### config.mk
export PLATFORM = sky130hd
export DESIGN_NAME = vision_top
export DESIGN_NICKNAME = d
export VERILOG_FILES = /design/src/design/video_pkg.sv /design/src/design/ctrl_pkg.sv /design/src/design/center_of_mass.sv /design/src/design/color_stage.sv /design/src/design/mask_stage.sv /design/src/design/overlay_mux.sv /design/src/design/vision_top.sv /design/src/design/wb_cfg_regs.sv
export VERILOG_INCLUDE_DIRS = /design/src /design/src/design
export SDC_FILE = /design/constraint.sdc
export NUM_CORES = 1
export LEC_CHECK = 0
export ABC_AREA = 1
export BUFFER_PORTS_ARGS = -buffer_cell sky130_fd_sc_hd__buf_2
export CAP_MARGIN = 20
export CELL_PAD_IN_SITES_DETAIL_PLACEMENT = 1
export CELL_PAD_IN_SITES_GLOBAL_PLACEMENT = 1
export CORE_MARGIN = 3
export CORE_UTILIZATION = 35
export DETAILED_ROUTE_END_ITERATION = 10
export GPL_TIMING_DRIVEN = 0
export HOLD_SLACK_MARGIN = 0.12
export PLACE_DENSITY = 0.63
export SETUP_SLACK_MARGIN = 0.02
export SLEW_MARGIN = 10
export SYNTH_ARGS = -nofsm -noshare
export SYNTH_HDL_FRONTEND = slang
export SYNTH_HIERARCHICAL = 1
export SYNTH_SLANG_ARGS = --single-unit
### constraint.sdc
create_clock -name clk_pixel -period 4.25 [get_ports clk_pixel]
set_input_delay 0.85 -clock clk_pixel [delete_from_list [all_inputs] [get_ports clk_pixel]]
set_output_delay 0.85 -clock clk_pixel [all_outputs]
set_load 0.02 [all_outputs]
### src/design/vision_defines.svh
`ifndef VISION_DEFINES_SVH
`define VISION_DEFINES_SVH

// active picture size
`define VISION_HRES 1280
`define VISION_VRES 720

// bits needed to hold a position on each axis
`define VISION_HCOUNT_W $clog2(`VISION_HRES)
`define VISION_VCOUNT_W $clog2(`VISION_VRES)

// position sums and masked pixel count, 1280*720*1279 still fits
`define VISION_SUM_W 32

// wishbone word addresses
`define VISION_ADR_CHAN  3'd0 // channel select, bits 1:0
`define VISION_ADR_LOWER 3'd1 // lower threshold, bits 7:0
`define VISION_ADR_UPPER 3'd2 // upper threshold, bits 7:0
`define VISION_ADR_MODE  3'd3 // bg mode in 1:0, crosshair enable in bit 2
`define VISION_ADR_COM   3'd4 // read only, x in 10:0, y in 25:16

// input beat to output beat, in clk_pixel cycles
`define VISION_PIPE_LAT 3

`endif

### src/design/video_pkg.sv
`default_nettype none
`include "vision_defines.svh"

package video_pkg;

  typedef logic [`VISION_HCOUNT_W-1:0] hcount_t; // 11 bits for 1280
  typedef logic [`VISION_VCOUNT_W-1:0] vcount_t; // 10 bits for 720
  typedef logic [15:0] rgb565_t;
  typedef logic [23:0] rgb888_t; // red in the top byte
  typedef logic [7:0] chan8_t; // one colour channel or luma
  typedef logic [`VISION_SUM_W-1:0] sum_t; // accumulators and counts

  // one pixel beat from the source, eof flags the last beat of a frame
  typedef struct packed {
    logic    valid;
    logic    eof;
    hcount_t hcount;
    vcount_t vcount;
    rgb565_t pixel;
  } pix_beat_t;

  typedef struct packed {
    logic    valid;
    hcount_t hcount;
    vcount_t vcount;
    rgb888_t pixel;
  } out_beat_t;

  // 565 to 888 by padding the low bits with zeros
  function automatic rgb888_t expand565(input rgb565_t p);
    return {p[15:11], 3'b0, p[10:5], 2'b0, p[4:0], 3'b0};
  endfunction

endpackage

`default_nettype wire

### src/design/ctrl_pkg.sv
`default_nettype none

package ctrl_pkg;

  // channel fed to the thresholder
  typedef enum logic [1:0] {
    RED   = 2'd0,
    GREEN = 2'd1,
    BLUE  = 2'd2,
    LUMA  = 2'd3 // (r + 2g + b) / 4
  } channel_e;

  // background drawn under the crosshair
  typedef enum logic [1:0] {
    NORMAL  = 2'd0, // camera pixel
    GRAY    = 2'd1, // selected channel on r, g and b
    MASK    = 2'd2, // white on mask, black off mask
    MAGENTA = 2'd3  // magenta on mask, camera pixel elsewhere
  } bg_mode_e;

  typedef struct packed {
    channel_e          channel;
    video_pkg::chan8_t lower; // inclusive
    video_pkg::chan8_t upper; // inclusive
    bg_mode_e          bg_mode;
    logic              crosshair;
  } cfg_t;

  typedef enum logic {IDLE, DIVIDE} div_state_e; // centre of mass divider

endpackage

`default_nettype wire

### src/design/center_of_mass.sv
`timescale 1ns/1ps
`default_nettype none
`include "vision_defines.svh"

module center_of_mass (
  input  wire                clk_pixel,
  input  wire                recent_reset,
  input  wire                mask_i,
  input  wire                valid_i,
  input  wire video_pkg::hcount_t hcount_i,
  input  wire video_pkg::vcount_t vcount_i,
  input  wire                eof_i, // raw, straight from the input beat
  output video_pkg::hcount_t com_x_o,
  output video_pkg::vcount_t com_y_o,
  output logic               com_valid_o
);
  import video_pkg::*;
  import ctrl_pkg::*;

  localparam int SUM_W   = `VISION_SUM_W;
  localparam int EOF_DLY = `VISION_PIPE_LAT - 1; // mask path depth
  localparam int CNT_W   = $clog2(SUM_W);
  localparam logic [CNT_W-1:0] LAST_BIT = CNT_W'(SUM_W - 1);

  // one restoring step, returns {remainder, quotient}
  function automatic logic [2*SUM_W-1:0] div_step(input sum_t rem, input sum_t quo,
                                                  input sum_t den);
    logic [SUM_W:0] sh;
    logic [SUM_W:0] dif;
    sh  = {rem, quo[SUM_W-1]}; // bring down next dividend bit
    dif = sh - {1'b0, den};
    if (sh >= {1'b0, den}) return {dif[SUM_W-1:0], quo[SUM_W-2:0], 1'b1};
    else                   return {sh[SUM_W-1:0], quo[SUM_W-2:0], 1'b0};
  endfunction

  logic [EOF_DLY-1:0] eof_q;
  logic               eof_al; // eof lined up with mask_i
  logic               hit;
  logic               start;
  sum_t               sum_x, sum_y, cnt;
  sum_t               tot_x, tot_y, tot_cnt; // running totals incl. this beat
  sum_t               rx, ry, qx, qy, den;
  logic [2*SUM_W-1:0] step_x, step_y;
  logic [CNT_W-1:0]   bit_cnt;
  div_state_e         state;

  assign eof_al  = eof_q[EOF_DLY-1];
  assign hit     = valid_i && mask_i;
  assign tot_x   = sum_x + (hit ? sum_t'(hcount_i) : '0);
  assign tot_y   = sum_y + (hit ? sum_t'(vcount_i) : '0);
  assign tot_cnt = cnt + sum_t'(hit);
  // a busy divider or an empty frame skips this eof
  assign start   = eof_al && (state == IDLE) && (tot_cnt != '0);
  assign step_x  = div_step(rx, qx, den);
  assign step_y  = div_step(ry, qy, den);

  always_ff @(posedge clk_pixel) begin
    if (recent_reset) begin
      eof_q       <= '0;
      sum_x       <= '0;
      sum_y       <= '0;
      cnt         <= '0;
      state       <= IDLE;
      bit_cnt     <= '0;
      com_x_o     <= '0;
      com_y_o     <= '0;
      com_valid_o <= 1'b0;
    end else begin
      eof_q       <= {eof_q[EOF_DLY-2:0], eof_i};
      com_valid_o <= 1'b0;
      if (eof_al) begin // totals handed off or dropped, new frame starts clean
        sum_x <= '0;
        sum_y <= '0;
        cnt   <= '0;
      end else begin
        sum_x <= tot_x;
        sum_y <= tot_y;
        cnt   <= tot_cnt;
      end
      case (state)
        IDLE: begin
          if (start) begin
            state   <= DIVIDE;
            bit_cnt <= LAST_BIT; // one quotient bit per cycle, msb first
          end
        end
        DIVIDE: begin
          if (bit_cnt == '0) begin
            state       <= IDLE;
            com_x_o     <= step_x[$bits(hcount_t)-1:0]; // mean < hres, upper bits zero
            com_y_o     <= step_y[$bits(vcount_t)-1:0];
            com_valid_o <= 1'b1;
          end else begin
            bit_cnt <= bit_cnt - 1'b1;
          end
        end
        default: state <= IDLE;
      endcase
    end
  end

  // divider datapath, x and y share the count as divisor
  always_ff @(posedge clk_pixel) begin
    if (start) begin
      qx  <= tot_x;
      qy  <= tot_y;
      den <= tot_cnt;
      rx  <= '0;
      ry  <= '0;
    end else if (state == DIVIDE) begin
      {rx, qx} <= step_x;
      {ry, qy} <= step_y;
    end
  end

  a_no_zero_div : assert property (@(posedge clk_pixel) disable iff (recent_reset)
    (state == IDLE) ##1 (state == DIVIDE) |-> (den != '0))
    else $error("divider started with a zero pixel count");

endmodule

`default_nettype wire

### src/design/color_stage.sv
`timescale 1ns/1ps
`default_nettype none

module color_stage (
  input  wire                 clk_pixel,
  input  wire                 recent_reset,
  input  wire video_pkg::pix_beat_t pix_i,
  output video_pkg::out_beat_t beat_o
);
  import video_pkg::*;

  out_beat_t beat_s1;

  // stage 1 widens the pixel, stage 2 only delays to match mask_stage
  always_ff @(posedge clk_pixel) begin
    if (recent_reset) begin
      beat_s1 <= '0;
      beat_o  <= '0;
    end else begin
      beat_s1.valid  <= pix_i.valid;
      beat_s1.hcount <= pix_i.hcount;
      beat_s1.vcount <= pix_i.vcount;
      beat_s1.pixel  <= expand565(pix_i.pixel); // zero padded 888
      beat_o         <= beat_s1;
    end
  end

endmodule

`default_nettype wire

### src/design/mask_stage.sv
`timescale 1ns/1ps
`default_nettype none

module mask_stage (
  input  wire                 clk_pixel,
  input  wire                 recent_reset,
  input  wire video_pkg::pix_beat_t pix_i,
  input  wire ctrl_pkg::cfg_t cfg_i,
  output logic                mask_o,
  output video_pkg::chan8_t   chan_o,
  output logic                valid_o,
  output video_pkg::hcount_t  hcount_o,
  output video_pkg::vcount_t  vcount_o
);
  import video_pkg::*;
  import ctrl_pkg::*;

  rgb888_t    rgb;
  logic [9:0] luma_sum; // r + 2g + b peaks at 1020
  chan8_t     sel;

  logic    valid_s1;
  hcount_t hcount_s1;
  vcount_t vcount_s1;
  chan8_t  chan_s1;
  chan8_t  lower_s1, upper_s1; // bounds travel with the beat

  assign rgb      = expand565(pix_i.pixel);
  assign luma_sum = 10'(rgb[23:16]) + {1'b0, rgb[15:8], 1'b0} + 10'(rgb[7:0]);

  always_comb begin
    unique case (cfg_i.channel)
      RED:   sel = rgb[23:16];
      GREEN: sel = rgb[15:8];
      BLUE:  sel = rgb[7:0];
      LUMA:  sel = luma_sum[9:2]; // divide by 4
    endcase
  end

  // stage 1, channel pick
  always_ff @(posedge clk_pixel) begin
    if (recent_reset) valid_s1 <= 1'b0;
    else              valid_s1 <= pix_i.valid;
  end

  always_ff @(posedge clk_pixel) begin
    hcount_s1 <= pix_i.hcount;
    vcount_s1 <= pix_i.vcount;
    chan_s1   <= sel;
    lower_s1  <= cfg_i.lower;
    upper_s1  <= cfg_i.upper;
  end

  // stage 2, inclusive window compare
  always_ff @(posedge clk_pixel) begin
    if (recent_reset) begin
      valid_o <= 1'b0;
      mask_o  <= 1'b0;
    end else begin
      valid_o <= valid_s1;
      mask_o  <= valid_s1 && (chan_s1 >= lower_s1) && (chan_s1 <= upper_s1);
    end
  end

  always_ff @(posedge clk_pixel) begin
    chan_o   <= chan_s1;
    hcount_o <= hcount_s1;
    vcount_o <= vcount_s1;
  end

  a_mask_valid : assert property (@(posedge clk_pixel) disable iff (recent_reset)
    mask_o |-> valid_o)
    else $error("mask set on an invalid beat");

endmodule

`default_nettype wire

### src/design/overlay_mux.sv
`timescale 1ns/1ps
`default_nettype none

module overlay_mux (
  input  wire                 clk_pixel,
  input  wire                 recent_reset,
  input  wire video_pkg::out_beat_t beat_i,
  input  wire                 mask_i,
  input  wire video_pkg::chan8_t chan_i,
  input  wire ctrl_pkg::cfg_t cfg_i,
  input  wire video_pkg::hcount_t com_x_i,
  input  wire video_pkg::vcount_t com_y_i,
  output video_pkg::out_beat_t out_o
);
  import video_pkg::*;
  import ctrl_pkg::*;

  localparam rgb888_t WHITE_RGB   = 24'hff_ff_ff;
  localparam rgb888_t BLACK_RGB   = 24'h00_00_00;
  localparam rgb888_t MAGENTA_RGB = 24'hff_00_ff;

  rgb888_t bg;
  rgb888_t pix;
  logic    on_cross;

  always_comb begin
    unique case (cfg_i.bg_mode)
      NORMAL:  bg = beat_i.pixel;
      GRAY:    bg = {chan_i, chan_i, chan_i};
      MASK:    bg = mask_i ? WHITE_RGB : BLACK_RGB;
      MAGENTA: bg = mask_i ? MAGENTA_RGB : beat_i.pixel;
    endcase
  end

  // full row and column through the centre
  assign on_cross = cfg_i.crosshair &&
                    ((beat_i.hcount == com_x_i) || (beat_i.vcount == com_y_i));
  assign pix      = on_cross ? WHITE_RGB : bg;

  always_ff @(posedge clk_pixel) begin
    if (recent_reset) begin
      out_o <= '0;
    end else begin
      out_o.valid  <= beat_i.valid;
      out_o.hcount <= beat_i.hcount;
      out_o.vcount <= beat_i.vcount;
      out_o.pixel  <= pix;
    end
  end

endmodule

`default_nettype wire

### src/design/vision_top.sv
`timescale 1ns/1ps
`default_nettype none

module vision_top (
  input  wire                 clk_pixel,
  input  wire                 recent_reset,
  input  wire                 wb_cyc_i,
  input  wire                 wb_stb_i,
  input  wire                 wb_we_i,
  input  wire [2:0]           wb_adr_i,
  input  wire [31:0]          wb_dat_i,
  output logic [31:0]         wb_dat_o,
  output logic                wb_ack_o,
  input  wire video_pkg::pix_beat_t pix_i,
  output video_pkg::out_beat_t out_o,
  output logic                com_valid_o
);
  import video_pkg::*;
  import ctrl_pkg::*;

  cfg_t      cfg;
  logic      mask, mask_valid; // mask path, 2 cycles behind pix_i
  chan8_t    chan;
  hcount_t   mask_hcount, com_x;
  vcount_t   mask_vcount, com_y;
  out_beat_t color_beat;

  wb_cfg_regs wb_cfg_regs_i (
    .clk_pixel(clk_pixel), .recent_reset(recent_reset),
    .wb_cyc_i(wb_cyc_i), .wb_stb_i(wb_stb_i), .wb_we_i(wb_we_i),
    .wb_adr_i(wb_adr_i), .wb_dat_i(wb_dat_i),
    .wb_dat_o(wb_dat_o), .wb_ack_o(wb_ack_o),
    .com_x_i(com_x), .com_y_i(com_y), .cfg_o(cfg));

  mask_stage mask_stage_i (
    .clk_pixel(clk_pixel), .recent_reset(recent_reset),
    .pix_i(pix_i), .cfg_i(cfg),
    .mask_o(mask), .chan_o(chan), .valid_o(mask_valid),
    .hcount_o(mask_hcount), .vcount_o(mask_vcount));

  color_stage color_stage_i (
    .clk_pixel(clk_pixel), .recent_reset(recent_reset),
    .pix_i(pix_i), .beat_o(color_beat));

  center_of_mass center_of_mass_i (
    .clk_pixel(clk_pixel), .recent_reset(recent_reset),
    .mask_i(mask), .valid_i(mask_valid),
    .hcount_i(mask_hcount), .vcount_i(mask_vcount),
    .eof_i(pix_i.eof), // delayed inside to match the mask
    .com_x_o(com_x), .com_y_o(com_y), .com_valid_o(com_valid_o));

  overlay_mux overlay_mux_i (
    .clk_pixel(clk_pixel), .recent_reset(recent_reset),
    .beat_i(color_beat), .mask_i(mask), .chan_i(chan), .cfg_i(cfg),
    .com_x_i(com_x), .com_y_i(com_y), .out_o(out_o));

endmodule

`default_nettype wire

### src/design/wb_cfg_regs.sv
`timescale 1ns/1ps
`default_nettype none
`include "vision_defines.svh"

module wb_cfg_regs (
  input  wire                 clk_pixel,
  input  wire                 recent_reset,
  input  wire                 wb_cyc_i,
  input  wire                 wb_stb_i,
  input  wire                 wb_we_i,
  input  wire [2:0]           wb_adr_i,
  input  wire [31:0]          wb_dat_i,
  output logic [31:0]         wb_dat_o,
  output logic                wb_ack_o,
  input  wire video_pkg::hcount_t com_x_i,
  input  wire video_pkg::vcount_t com_y_i,
  output ctrl_pkg::cfg_t      cfg_o
);
  import ctrl_pkg::*;

  logic        req; // new access, ack not yet given
  logic [31:0] rdata;

  assign req = wb_cyc_i && wb_stb_i && !wb_ack_o;

  // unused bits read back as zero
  always_comb begin
    case (wb_adr_i)
      `VISION_ADR_CHAN:  rdata = 32'(cfg_o.channel);
      `VISION_ADR_LOWER: rdata = 32'(cfg_o.lower);
      `VISION_ADR_UPPER: rdata = 32'(cfg_o.upper);
      `VISION_ADR_MODE:  rdata = 32'({cfg_o.crosshair, cfg_o.bg_mode});
      `VISION_ADR_COM:   rdata = {6'b0, com_y_i, 5'b0, com_x_i};
      default:           rdata = 32'b0; // holes read zero
    endcase
  end

  always_ff @(posedge clk_pixel) begin
    if (recent_reset) begin
      wb_ack_o <= 1'b0;
      cfg_o    <= '0;
    end else begin
      wb_ack_o <= req; // single cycle, req drops once ack is up
      if (req && wb_we_i) begin
        case (wb_adr_i)
          `VISION_ADR_CHAN:  cfg_o.channel <= channel_e'(wb_dat_i[1:0]);
          `VISION_ADR_LOWER: cfg_o.lower   <= wb_dat_i[7:0];
          `VISION_ADR_UPPER: cfg_o.upper   <= wb_dat_i[7:0];
          `VISION_ADR_MODE: begin
            cfg_o.bg_mode   <= bg_mode_e'(wb_dat_i[1:0]);
            cfg_o.crosshair <= wb_dat_i[2];
          end
          default: ; // COM and holes are read only
        endcase
      end
    end
  end

  // read data captured with the ack edge, held while ack is high
  always_ff @(posedge clk_pixel) begin
    if (req) wb_dat_o <= rdata;
  end

  // a held strobe must not produce a second ack straight after the first
  a_ack_single : assert property (@(posedge clk_pixel) disable iff (recent_reset)
    wb_ack_o |=> !wb_ack_o)
    else $error("wb ack high for two cycles");

endmodule

`default_nettype wire

==> run summary, run 1 <==
Clocking
• 3 — maximum root-to-sink buffer count
• 526 — number of sinks driven by the clock tree
• 60 ps — clock transition time at the flip-flop clock pins of the worst setup and hold paths
• 0 — number of hold buffers added after CTS
• clkbuf_16 — buffer cell driving the clock tree root
• 59 — number of buffers created by CTS
• 650 ps — clock latency of the later-clocked register in the worst-skew pair
• 2 — # H-tree levels
• done — clock tree from TritonCTS
• 0 — setup bufs post-CTS

STA
• 865 ps — slew of the pin with the lowest slew margin
• 0 — number of max-slew violations in the final report
• 0 ps — Setup TNS Final
• 0 — endpoints failing hold
• 0.261 GHz — highest achievable clock rate
• false — setup repair after global routing missed its margin
• 3830 ps — time the final worst path needs with I/O delays and setup
• 48.6 ps — clock skew after layout
• 419 ps — worst setup slack after layout
• 42.4% — Slew Limit Headroom
• 0 — setup violation total in the final timing report
• 90.1% — period utilization

Worst setup path
• nand2_1 — Crit path top cell by count
• 4180 ps — data arrival time of the worst path
• 5 — worst path bufs/invs
• dfxtp_1 — CP max-delay cell
• flip-flop — capturing element type of the critical path
• 4600 ps — worst path required time
• simple AND/OR/NAND/NOR gates — family of cells with the greatest summed delay on the critical path
• 340 ps — crit-path max cell delay
• flip-flop to flip-flop — worst setup path class
• 58 — critical path fanouts, max
• nand2_2 -> buf_4 -> inv_1 -> ha_1 -> ha_2 -> nand3_2 -> nor2_4 -> nand2_1 -> nor2_1 -> nand2_1 -> nand2_1 -> nand2_1 -> inv_1 -> nand2_1 -> nor2_1 -> nand3_1 -> nand2_4 -> buf_6 -> nand2_4 -> buf_16 — ordered list of cells on the worst path
• flip-flop — launching element type of the critical path

Cells and area
• 15.5% — signed area change from the synthesized netlist to the final layout
• 3,962 — number of nets in the layout
• 10.1% — fraction of final layout cells with drive strength greater than 1
• 9,327 — final-layout fill cell count

Routing
• 17.2 µm — Routed wire per std cell
• 0 — DRC errors left
• 4.72 — vias per cell
• 5 — TritonRoute pass-1 iters
• 0 — Routed Antenna Nets
• 82.3 mm — Routed WL
• 22,600 — vias
• 948 — first-iteration detailed-routing DRC count

Status
• complete, no violations — result of the run

Synthesis
• 526 — number of synthesized register bits
• 6 — Yosys warning count
• dfxtp_1 — ys flop type
• 117 — Post-synth EDFFs
• 43.9% — sequential share of the synthesized area
• 52 — distinct cell type count after synthesis
• 0% — share of async-settable or async-resettable flops after synthesis
• 7.49 µm² — average instance area after synthesis
• 0.0267 mm² — cell area after synthesis
• 3,562 — Gate Count Post-Synth

Power and ir drop
• 0.328 mV — peak ir drop on the vdd network
• 8780 µW — internal power of the cells
• 367 mW/mm² — areal power density over the cells
• 22.4% — Switching Share
• 3.9% — Gate power share
• 50.0% — clock network power share
• 0.0144 µW — reported leakage power
• 46.1% — register share of total power
• 2540 µW — switching power

Global route
• met2 — GRT busiest layer
• 28.4% — global routing met1 resource utilization
• 2.25% — Global Route met3 Usage
• 34.6% — GR Util met2
• 59 — pin count of the biggest net entering global routing
• 20.6% — GRT Overall Usage
• 129 mm — first-pass GRT wire length
• 0 — total congestion overflow
• 23,100 — number of global-route vias before repair
• 2 — number of antenna violations at the first check in global routing

Floorplan
• 35.6% — Starting Density
• 0.0749 mm² — core area
• 0.0796 mm² — total die area
• 159 — number of top-level design ports
• 282 µm — Die Span Y
• 282 µm — die span in x
• 100 — number of standard-cell rows in the floorplan

Placed design
• 65.0 mm — final HPWL from detailed placement
• 123 — count of input and output buffers
• -211 ps — post-placement worst setup slack
• 0.857 — final RePlAce weighted congestion

Worst hold path
• primary input to flip-flop — class of the worst hold path

Job
• 0 — number of violations of the max-capacitance limit

timing repair:
item	in CTS	in global routing
cloned	0	0
endpoints found under the setup margin	94	96
gates resized for setup	2	6
cell usage after synthesis, types with 2 or more instances:
cell      number  area share, %
nand2_1      926             13
inv_1        500            7.0
nor2_1       481            6.8
dfxtp_1      409             31
a21oi_1      191            3.6
nand3_1      181            3.4
edfxtp_1     117             13
ha_1         109            5.1
o21ai_0       90            1.7
nand3b_1      84            2.4
xnor2_1       62            2.0
clkbuf_1      45           0.63
xor2_1        43            1.4
o21ai_1       34           0.64
buf_4         25           0.70
nand4_1       24           0.56
nor3_1        24           0.45
buf_2         20           0.38
buf_6         20           0.84
nand2_2       20           0.47
o21ai_2       20           0.66
o21bai_1      16           0.45
nor2_4        15           0.63
nor2_2        13           0.30
a21o_1        12           0.34
fa_1          10           0.75
inv_2         10           0.14
nand3_2        7           0.26
nor4_1         7           0.16
a21boi_0       5           0.14
buf_1          5          0.070
o211ai_1       4           0.11
o21a_1         4           0.11
and3_1         3          0.070
buf_8          3           0.17
conb_1         3          0.042
or2_0          3          0.070
o22ai_1        2          0.047
o31ai_1        2          0.056
kinds of logic after synthesis:
| family | after synthesis | share of synthesized area [%] |
|---|---|---|
| fa+ha+maj | 119 | 5.86 |
| buf+inv | 630 | 10.0 |
| other cells | 3 | 0.0422 |
| compound gates | 386 | 8.02 |
| xor+xnor | 105 | 3.45 |
| simple gates | 1793 | 28.8 |
| flops | 526 | 43.9 |
cells in the final DEF (no fill, tap or decap), types with 24 or more instances in the layout:
cell and n:
nand4_1 24, inv_1 499, clkbuf_16 62, buf_2 143, nand3b_1 84, nand3_1 181, nand2_1 924, nor2_1 481
xor2_1 43, o21ai_0 90, ha_1 108, dfxtp_1 409, xnor2_1 62, edfxtp_1 117, buf_4 26, a21oi_1 191
o21ai_1 34, nor3_1 24, clkbuf_1 58
metal layers:
layer | vias up | share of wire (%)
met5 | - | 0
met4 | 0 | 2.1
met3 | 94 | 2.7
met2 | 239 | 46
met1 | 10700 | 49
li1 | 11600 | -
flip-flops by register name (all words and copies together) (netlist names), 7 cells and up:
name	count
center_of_mass_i/com_y_o	10
center_of_mass_i/com_x_o	11
center_of_mass_i/sum_y	32
color_stage_i/beat_s1	38
mask_stage_i/upper_s1	8
mask_stage_i/vcount_s1	10
center_of_mass_i/cnt	32
overlay_mux_i/out_o	46
center_of_mass_i/qy	32
center_of_mass_i/ry	32
center_of_mass_i/den	32
mask_stage_i/vcount_o	10
wb_cfg_regs_i/wb_dat_o	21
center_of_mass_i/sum_x	32
center_of_mass_i/qx	32
mask_stage_i/hcount_s1	11
center_of_mass_i/rx	32
mask_stage_i/chan_s1	7
color_stage_i/beat_o	38
mask_stage_i/chan_o	7
mask_stage_i/hcount_o	11
mask_stage_i/lower_s1	8
wb_cfg_regs_i/cfg_o	21
path summary, 6_finish.rpt:
check                                            to  slack [ps]  cells after the start                              start
setup / recovery  center_of_mass_i/qy[21]$_DFFE_PP_         420                     20     mask_stage_i/mask_o$_SDFF_PP0_
hold / removal    mask_stage_i/vcount_s1[8]$_DFF_P_         320                      1                          pix_i[24]
hold reg to reg    mask_stage_i/vcount_o[5]$_DFF_P_         320                      0  mask_stage_i/vcount_s1[5]$_DFF_P_
setup reg to reg  center_of_mass_i/qy[21]$_DFFE_PP_         420                     20     mask_stage_i/mask_o$_SDFF_PP0_
power groups by stage:
stage | Sequential, µW | Combinational, µW | Clock [µW]
after global routing | 5230 | 495 | 6030
after global placement | 5330 | 435 | 0
after CTS | 5220 | 445 | 5830
after detailed placement | 5330 | 443 | 0
after floorplan | 5340 | 257 | 0
final | 5220 | 439 | 5660
worst register-to-register path: cells and delay by family, from the launching register on:
| kind | cells | cell delay, ps |
|---|---|---|
| flops | 1 | 340 |
| buf+inv | 5 | 940 |
| fa+ha+maj | 2 | 450 |
| simple gates | 13 | 1770 |
layout make-up:
class	count	area (µm²)	area share (%)
multi-input combinational	2423	12400	40.2
sequential	526	11700	38.0
inverter	512	1930	6.26
clock buffer	81	1670	5.43
tap	969	1210	3.93
buffer	118	749	2.43
timing repair buffer	124	643	2.09
clock inverter	30	514	1.67
antenna	2	5.00	0.0162
through the flow:
| stage | hold slack (ps) | instance area, µm² | utilization, % | std cells | total power [µW] |
|---|---|---|---|---|---|
| after floorplan | 310 | 26700 | - | 3579 | 5600 |
| after global placement | 310 | 28600 | 38.1 | 4671 | 5760 |
| after detailed placement | 313 | 28600 | 38.2 | 4672 | 5770 |
| after CTS | 276 | 30800 | 41.1 | 4783 | 11500 |
| after global routing | 283 | 30800 | 41.1 | 4785 | 11700 |
| final | 318 | 30800 | 41.1 | 4785 | 11300 |
Power figures use the tool's default switching activity.
==> run 2, diff against run 1 <==
--- a/config.mk
+++ b/config.mk
@@ -14,9 +14,10 @@
 export CORE_MARGIN = 3
 export CORE_UTILIZATION = 35
 export DETAILED_ROUTE_END_ITERATION = 10
+export GPL_ROUTABILITY_DRIVEN = 0
 export GPL_TIMING_DRIVEN = 0
 export HOLD_SLACK_MARGIN = 0.12
-export PLACE_DENSITY = 0.63
+export PLACE_DENSITY = 0.6
 export SETUP_SLACK_MARGIN = 0.02
 export SLEW_MARGIN = 10
 export SYNTH_ARGS = -nofsm -noshare
==> constraint.sdc (replaced) <==
create_clock -name clk_pixel -period 4 [get_ports clk_pixel]
set_input_delay 0.8 -clock clk_pixel [delete_from_list [all_inputs] [get_ports clk_pixel]]
set_output_delay 0.8 -clock clk_pixel [all_outputs]
set_load 0.02 [all_outputs]
==> run summary, run 2 (synthesis gave the netlist of run 1 again) <==
Routing
• 5 — TritonRoute pass-1 iters
• 935 — first-iteration detailed-routing DRC count
• 83.1 mm — Routed WL
• 0 — Routed Antenna Nets
• 23,000 — vias
• 17.3 µm — Routed wire per std cell
• 0 — DRC errors left
• 4.79 — vias per cell

Clocking
• done — clock tree from TritonCTS
• 3 — maximum root-to-sink buffer count
• 640 ps — clock latency of the later-clocked register in the worst-skew pair
• 60 ps — clock transition time at the flip-flop clock pins of the worst setup and hold paths
• 0 — number of hold buffers added after CTS
• 61 — number of buffers created by CTS
• 526 — number of sinks driven by the clock tree
• clkbuf_16 — buffer cell driving the clock tree root
• 2 — # H-tree levels

Worst setup path
• 4140 ps — data arrival time of the worst path
• 25 — critical path fanouts, max
• flip-flop — capturing element type of the critical path
• 4380 ps — worst path required time
• flip-flop to flip-flop — worst setup path class
• flip-flop — launching element type of the critical path

Floorplan
• 282 µm — Die Span Y
• 282 µm — die span in x
• 159 — number of top-level design ports
• 100 — number of standard-cell rows in the floorplan
• 35.6% — Starting Density
• 0.0796 mm² — total die area
• 0.0749 mm² — core area

Power and ir drop
• 11,900 µW — Tot Pwr
• 384 mW/mm² — areal power density over the cells
• 0.319 mV — peak ir drop on the vdd network
• 0.0145 µW — reported leakage power

Global route
• 131 mm — first-pass GRT wire length
• 20.9% — GRT Overall Usage
• 26 — pin count of the biggest net entering global routing
• 0 — number of antenna violations at the first check in global routing
• 24,100 — number of global-route vias before repair
• 0 — total congestion overflow

Cells and area
• 10.4% — fraction of final layout cells with drive strength greater than 1
• nand2_1 (923), inv_1 (499), nor2_1 (481) — commonest non-fill, non-tap cells in the layout
• overlay_mux_i/out_o — most flop-heavy register
• overlay_mux_i/out_o x46, color_stage_i/beat_o x38, color_stage_i/beat_s1 x38 — largest registers in the final layout
• 15.9% — signed area change from the synthesized netlist to the final layout
• nand2_1 — most common cell after layout, fill and taps aside
• 46 — number of flip-flops under the largest register name
• 0 — antenna cell count
• 3,975 — number of nets in the layout

STA
• 0 — endpoints failing hold
• false — setup repair after global routing missed its margin
• 40.9% — Slew Limit Headroom
• 280 ps — worst hold slack
• 0 — setup violation total in the final timing report
• 878 ps — slew of the pin with the lowest slew margin
• 0 — number of max-slew violations in the final report
• 0.266 GHz — highest achievable clock rate
• 3760 ps — time the final worst path needs with I/O delays and setup
• 17.9 ps — clock skew after layout
• 93.9% — period utilization

Worst hold path
• primary input to flip-flop — class of the worst hold path

Job
• 0 — number of violations of the max-capacitance limit

Placed design
• 123 — count of input and output buffers
• 66.4 mm — final HPWL from detailed placement

Status
• complete, no violations — result of the run

[run 2: timing repair]
| item | 4_1_cts | 5_1_grt |
|---|---|---|
| cloned | 1 | 0 |
| setup endpoints to repair | 230 | 112 |
| pin swaps | 1 | 1 |
| setup buffers | 3 | 6 |
| gates resized for setup | 7 | 4 |
[run 2: path summary, 6_finish.rpt]
path                                startpoint                            endpoint  slack (ps)  depth (start not counted)
max             mask_stage_i/mask_o$_SDFF_PP0_  center_of_mass_i/den[23]$_DFFE_PP_         240                         20
max reg2reg     mask_stage_i/mask_o$_SDFF_PP0_  center_of_mass_i/den[23]$_DFFE_PP_         240                         20
min reg2reg  mask_stage_i/hcount_s1[5]$_DFF_P_    mask_stage_i/hcount_o[5]$_DFF_P_         330                          0
min                                  pix_i[21]   mask_stage_i/vcount_s1[5]$_DFF_P_         280                          1
[run 2: power by group]
part	internal [µW]	switching [µW]	total, µW	leakage (µW)
clock network	3520	2330	5850	0.00104
logic	159	314	474	0.00910
registers	5510	36.3	5540	0.00434
[run 2: worst max-delay path: stages (launching register included)]
cell        delay, ps
dfxtp_1           340
nand2_2           140
clkbuf_8          220
inv_1             130
ha_1              240
ha_4              200
nand3_2           130
nor2_4            230
nand2_2           120
nor2_1            100
nand2_1            60
nand2_1           190
nand2_1            90
inv_1              60
nand2_1            40
nor2_1            180
nand3_1           180
nand2_4           120
buf_6             190
clkinvlp_4        280
buf_16            260
[run 2: area by class of cell]
| cell class | count | area, µm² |
|---|---|---|
| multi-input combinational | 2423 | 12400 |
| clock inverter | 28 | 388 |
| inverter | 512 | 1930 |
| tap | 969 | 1210 |
| sequential | 526 | 11700 |
| buffer | 118 | 756 |
| clock buffer | 85 | 1750 |
| timing repair buffer | 135 | 766 |
| fill | 9234 | 44000 |
[run 2: metal layers]
| layer | track usage (%) | part of all wire (%) | vias to the layer above | routed length (µm) |
|---|---|---|---|---|
| met5 | 0 | 0 | - | 0 |
| met4 | 6.29 | 2.8 | 0 | 2370 |
| met3 | 2.26 | 3.1 | 123 | 2580 |
| met2 | 35.9 | 47 | 339 | 39200 |
| met1 | 27.6 | 47 | 10900 | 38900 |
| li1 | - | - | 11600 | - |
[run 2: per-stage QoR]
stage	setup slack [ps]	utilization [%]	cells	area, µm²	setup TNS [ps]
2_1_floorplan	597	-	3579	26800	0
6_report	244	41.3	4796	30900	0
3_3_place_gp	-1240	38.1	4671	28600	-111700
4_1_cts	58.9	41.2	4790	30900	0
3_5_place_dp	-546	38.2	4673	28600	-59400
5_1_grt	21.6	41.3	4796	30900	0
==> run 3, diff against run 2 <==
--- a/config.mk
+++ b/config.mk
@@ -6,7 +6,6 @@
 export SDC_FILE = /design/constraint.sdc
 export NUM_CORES = 1
 export LEC_CHECK = 0
-export ABC_AREA = 1
 export BUFFER_PORTS_ARGS = -buffer_cell sky130_fd_sc_hd__buf_2
 export CAP_MARGIN = 20
 export CELL_PAD_IN_SITES_DETAIL_PLACEMENT = 1
@@ -17,7 +16,7 @@
 export GPL_ROUTABILITY_DRIVEN = 0
 export GPL_TIMING_DRIVEN = 0
 export HOLD_SLACK_MARGIN = 0.12
-export PLACE_DENSITY = 0.6
+export PLACE_DENSITY = 0.58
 export SETUP_SLACK_MARGIN = 0.02
 export SLEW_MARGIN = 10
 export SYNTH_ARGS = -nofsm -noshare
==> run summary, run 3 <==
Status
• complete, no violations — result of the run

Floorplan
• 0.0687 mm² — core area
• 159 — number of top-level design ports
• 96 — number of standard-cell rows in the floorplan
• 0.0728 mm² — total die area
• 270 µm — Die Span Y
• 35.4% — Starting Density
• 270 µm — die span in x

Power and ir drop
• 0.338 mV — peak ir drop on the vdd network
• 0.0118 µW — reported leakage power
• 476 mW/mm² — areal power density over the cells

STA
• 0 — endpoints failing hold
• 45.7 ps — clock skew after layout
• 0 — setup violation total in the final timing report
• 260 ps — worst hold slack
• true — setup repair after global routing missed its margin
• 0 — number of max-slew violations in the final report
• 35.3% — Slew Limit Headroom
• 96.9% — period utilization
• 957 ps — slew of the pin with the lowest slew margin
• 0.258 GHz — highest achievable clock rate
• 3880 ps — time the final worst path needs with I/O delays and setup

Cells and area
• 46 — number of flip-flops under the largest register name
• dfxtp_1 (407), nand2_1 (248), nor2_1 (159) — commonest non-fill, non-tap cells in the layout
• 0.0290 mm² — fin area
• 14.5% — fraction of final layout cells with drive strength greater than 1
• overlay_mux_i/out_o — most flop-heavy register
• overlay_mux_i/out_o x46, color_stage_i/beat_o x38, color_stage_i/beat_s1 x38 — largest registers in the final layout
• 3,750 — final cell count without fillers
• 2,966 — number of nets in the layout
• 19.2% — signed area change from the synthesized netlist to the final layout
• dfxtp_1 — most common cell after layout, fill and taps aside

Synthesis
• 6 — Yosys warning count
• dfxtp_1 (34%), edfxtp_1 (14%), ha_1 (5.6%) — main area contributors after synthesis
• 9.58 µm² — average instance area after synthesis
• dfxtp_1 — most frequently used cell type in the post-synthesis netlist
• 0.0243 mm² — cell area after synthesis
• 33.6% — fraction of post-synthesis cell area in the top cell type by area
• dfxtp_1 — dominant cell type by area after synthesis
• 0% — share of async-settable or async-resettable flops after synthesis
• 48.1% — sequential share of the synthesized area
• dfxtp_1 (409), nand2_1 (250), nor2_1 (161), nand3_1 (136), nor2b_1 (123) — top cells by instance count after synthesis
• 526 — number of synthesized register bits
• 88 — distinct cell type count after synthesis
• dfxtp_1 — ys flop type
• 2,541 — Gate Count Post-Synth
• 117 — Post-synth EDFFs

Global route
• 0 — total congestion overflow
• 116 mm — first-pass GRT wire length
• 38 — pin count of the biggest net entering global routing
• 19,800 — number of global-route vias before repair
• 20.0% — GRT Overall Usage
• 1 — number of antenna violations at the first check in global routing

Routing
• 19.8 µm — Routed wire per std cell
• 854 — first-iteration detailed-routing DRC count
• 0 — Routed Antenna Nets
• 5.02 — vias per cell
• 0 — DRC errors left
• 74.1 mm — Routed WL
• 5 — TritonRoute pass-1 iters
• 18,800 — vias

Clocking
• 2 — # H-tree levels
• 59 — number of buffers created by CTS
• 526 — number of sinks driven by the clock tree
• clkbuf_16 — buffer cell driving the clock tree root
• 60 ps — clock transition time at the flip-flop clock pins of the worst setup and hold paths
• 3 — maximum root-to-sink buffer count
• 650 ps — clock latency of the later-clocked register in the worst-skew pair
• done — clock tree from TritonCTS

Worst setup path
• flip-flop — launching element type of the critical path
• flip-flop to flip-flop — worst setup path class
• 10 — critical path fanouts, max
• 4270 ps — data arrival time of the worst path
• flip-flop — capturing element type of the critical path
• 4400 ps — worst path required time

Worst hold path
• primary input to flip-flop — class of the worst hold path

Placed design
• 0.0263 mm² — total placed instance area
• 123 — count of input and output buffers
• 3,613 — cell total after placement
• 56.0 mm — final HPWL from detailed placement

Job
• 0 — number of violations of the max-capacitance limit

[run 3: cell types whose count changed in the layout (fill, tap and decap cells not counted), moves of 50 or more]
cell,before,now
nand2_1,923,248
inv_1,499,95
nor2_1,481,159
nor2b_1,0,123
nand3b_1,84,2
a21oi_1,191,111
and2_1,0,54
mux2i_1,0,50
[run 3: final timing paths]
| path | depth (start not counted) | endpoint | slack (ps) | start |
|---|---|---|---|---|
| worst min-delay path | 1 | mask_stage_i/hcount_s1[5]$_DFF_P_ | 260 | pix_i[31] |
| worst min register to register | 0 | mask_stage_i/hcount_o[3]$_DFF_P_ | 330 | mask_stage_i/hcount_s1[3]$_DFF_P_ |
| worst max-delay path | 19 | center_of_mass_i/qy[31]$_DFFE_PP_ | 120 | mask_stage_i/mask_o$_SDFF_PP0_ |
| worst max register to register | 19 | center_of_mass_i/qy[31]$_DFFE_PP_ | 120 | mask_stage_i/mask_o$_SDFF_PP0_ |
[run 3: power breakdown]
part	internal (µW)	switching, µW	total, µW
logic	883	1280	2160
clock network	3590	2330	5920
registers	5600	126	5730
total	10100	3730	13800
[run 3: worst max-delay path, stage by stage, from the launching register on]
cell and delay, ps:
dfxtp_4 370, clkbuf_8 120, and2_4 160, ha_4 160, ha_4 150, and2_4 160, buf_4 140, nand2_2 90
nor4_4 340, nand3_2 130, o22a_1 220, o22a_1 200, o41ai_4 320, buf_4 190, buf_6 130, nand2b_4 150
buf_8 150, buf_4 220, nand2_1 70, o21ai_0 170
[run 3: through the flow]
step | util (%) | setup TNS, ps | power (µW) | setup slack [ps]
3_5_place_dp | 38.3 | -157230 | 7910 | -1340
2_1_floorplan | - | -7240 | 7330 | -113
5_1_grt | 42.2 | -9.10 | 14500 | -9.10
6_report | 42.2 | 0 | 13800 | 124
4_1_cts | 42.0 | 0 | 13900 | 41.1
3_3_place_gp | 38.3 | -190040 | 7870 | -1820
[run 3: layer usage]
layer	track usage, %	up-vias	wire [µm]
li1	-	9249	-
met1	26.2	9271	34000
met2	35.2	222	36500
met4	5.01	0	1650
met5	0	-	0
met3	2.31	91	1860
[run 3: cell type report]
cell class,instances,area (µm²)
flip-flops and latches,526,11700
multi-input cells,1790,11800
repair buffers,153,930
inverters,97,373
repair inverters,1,7.51
plain buffers,140,847
diodes,1,2.50
clock buffers,87,1800
well taps,931,1160
fillers,7853,39700
clock inverters,24,380
[run 3: cells by family after synthesis]
kind of cell / share of synthesized area [%]
other: 0.0463
adder cells (fa/ha/maj): 6.42
AND/OR/NAND/NOR: 19.5
XOR/XNOR: 6.08
buffers and inverters: 4.60
flip-flops: 48.1
AO/OA/AOI/OAI: 12.8
multiplexers: 2.52
[run 3: what timing repair did]
item                       4_1_cts  5_1_grt
pin swaps                        7        5
gates resized for setup         45       34
cloned                           3        0
buffers inserted                15       12
hold buffers                     0        0
setup endpoints to repair      231      204
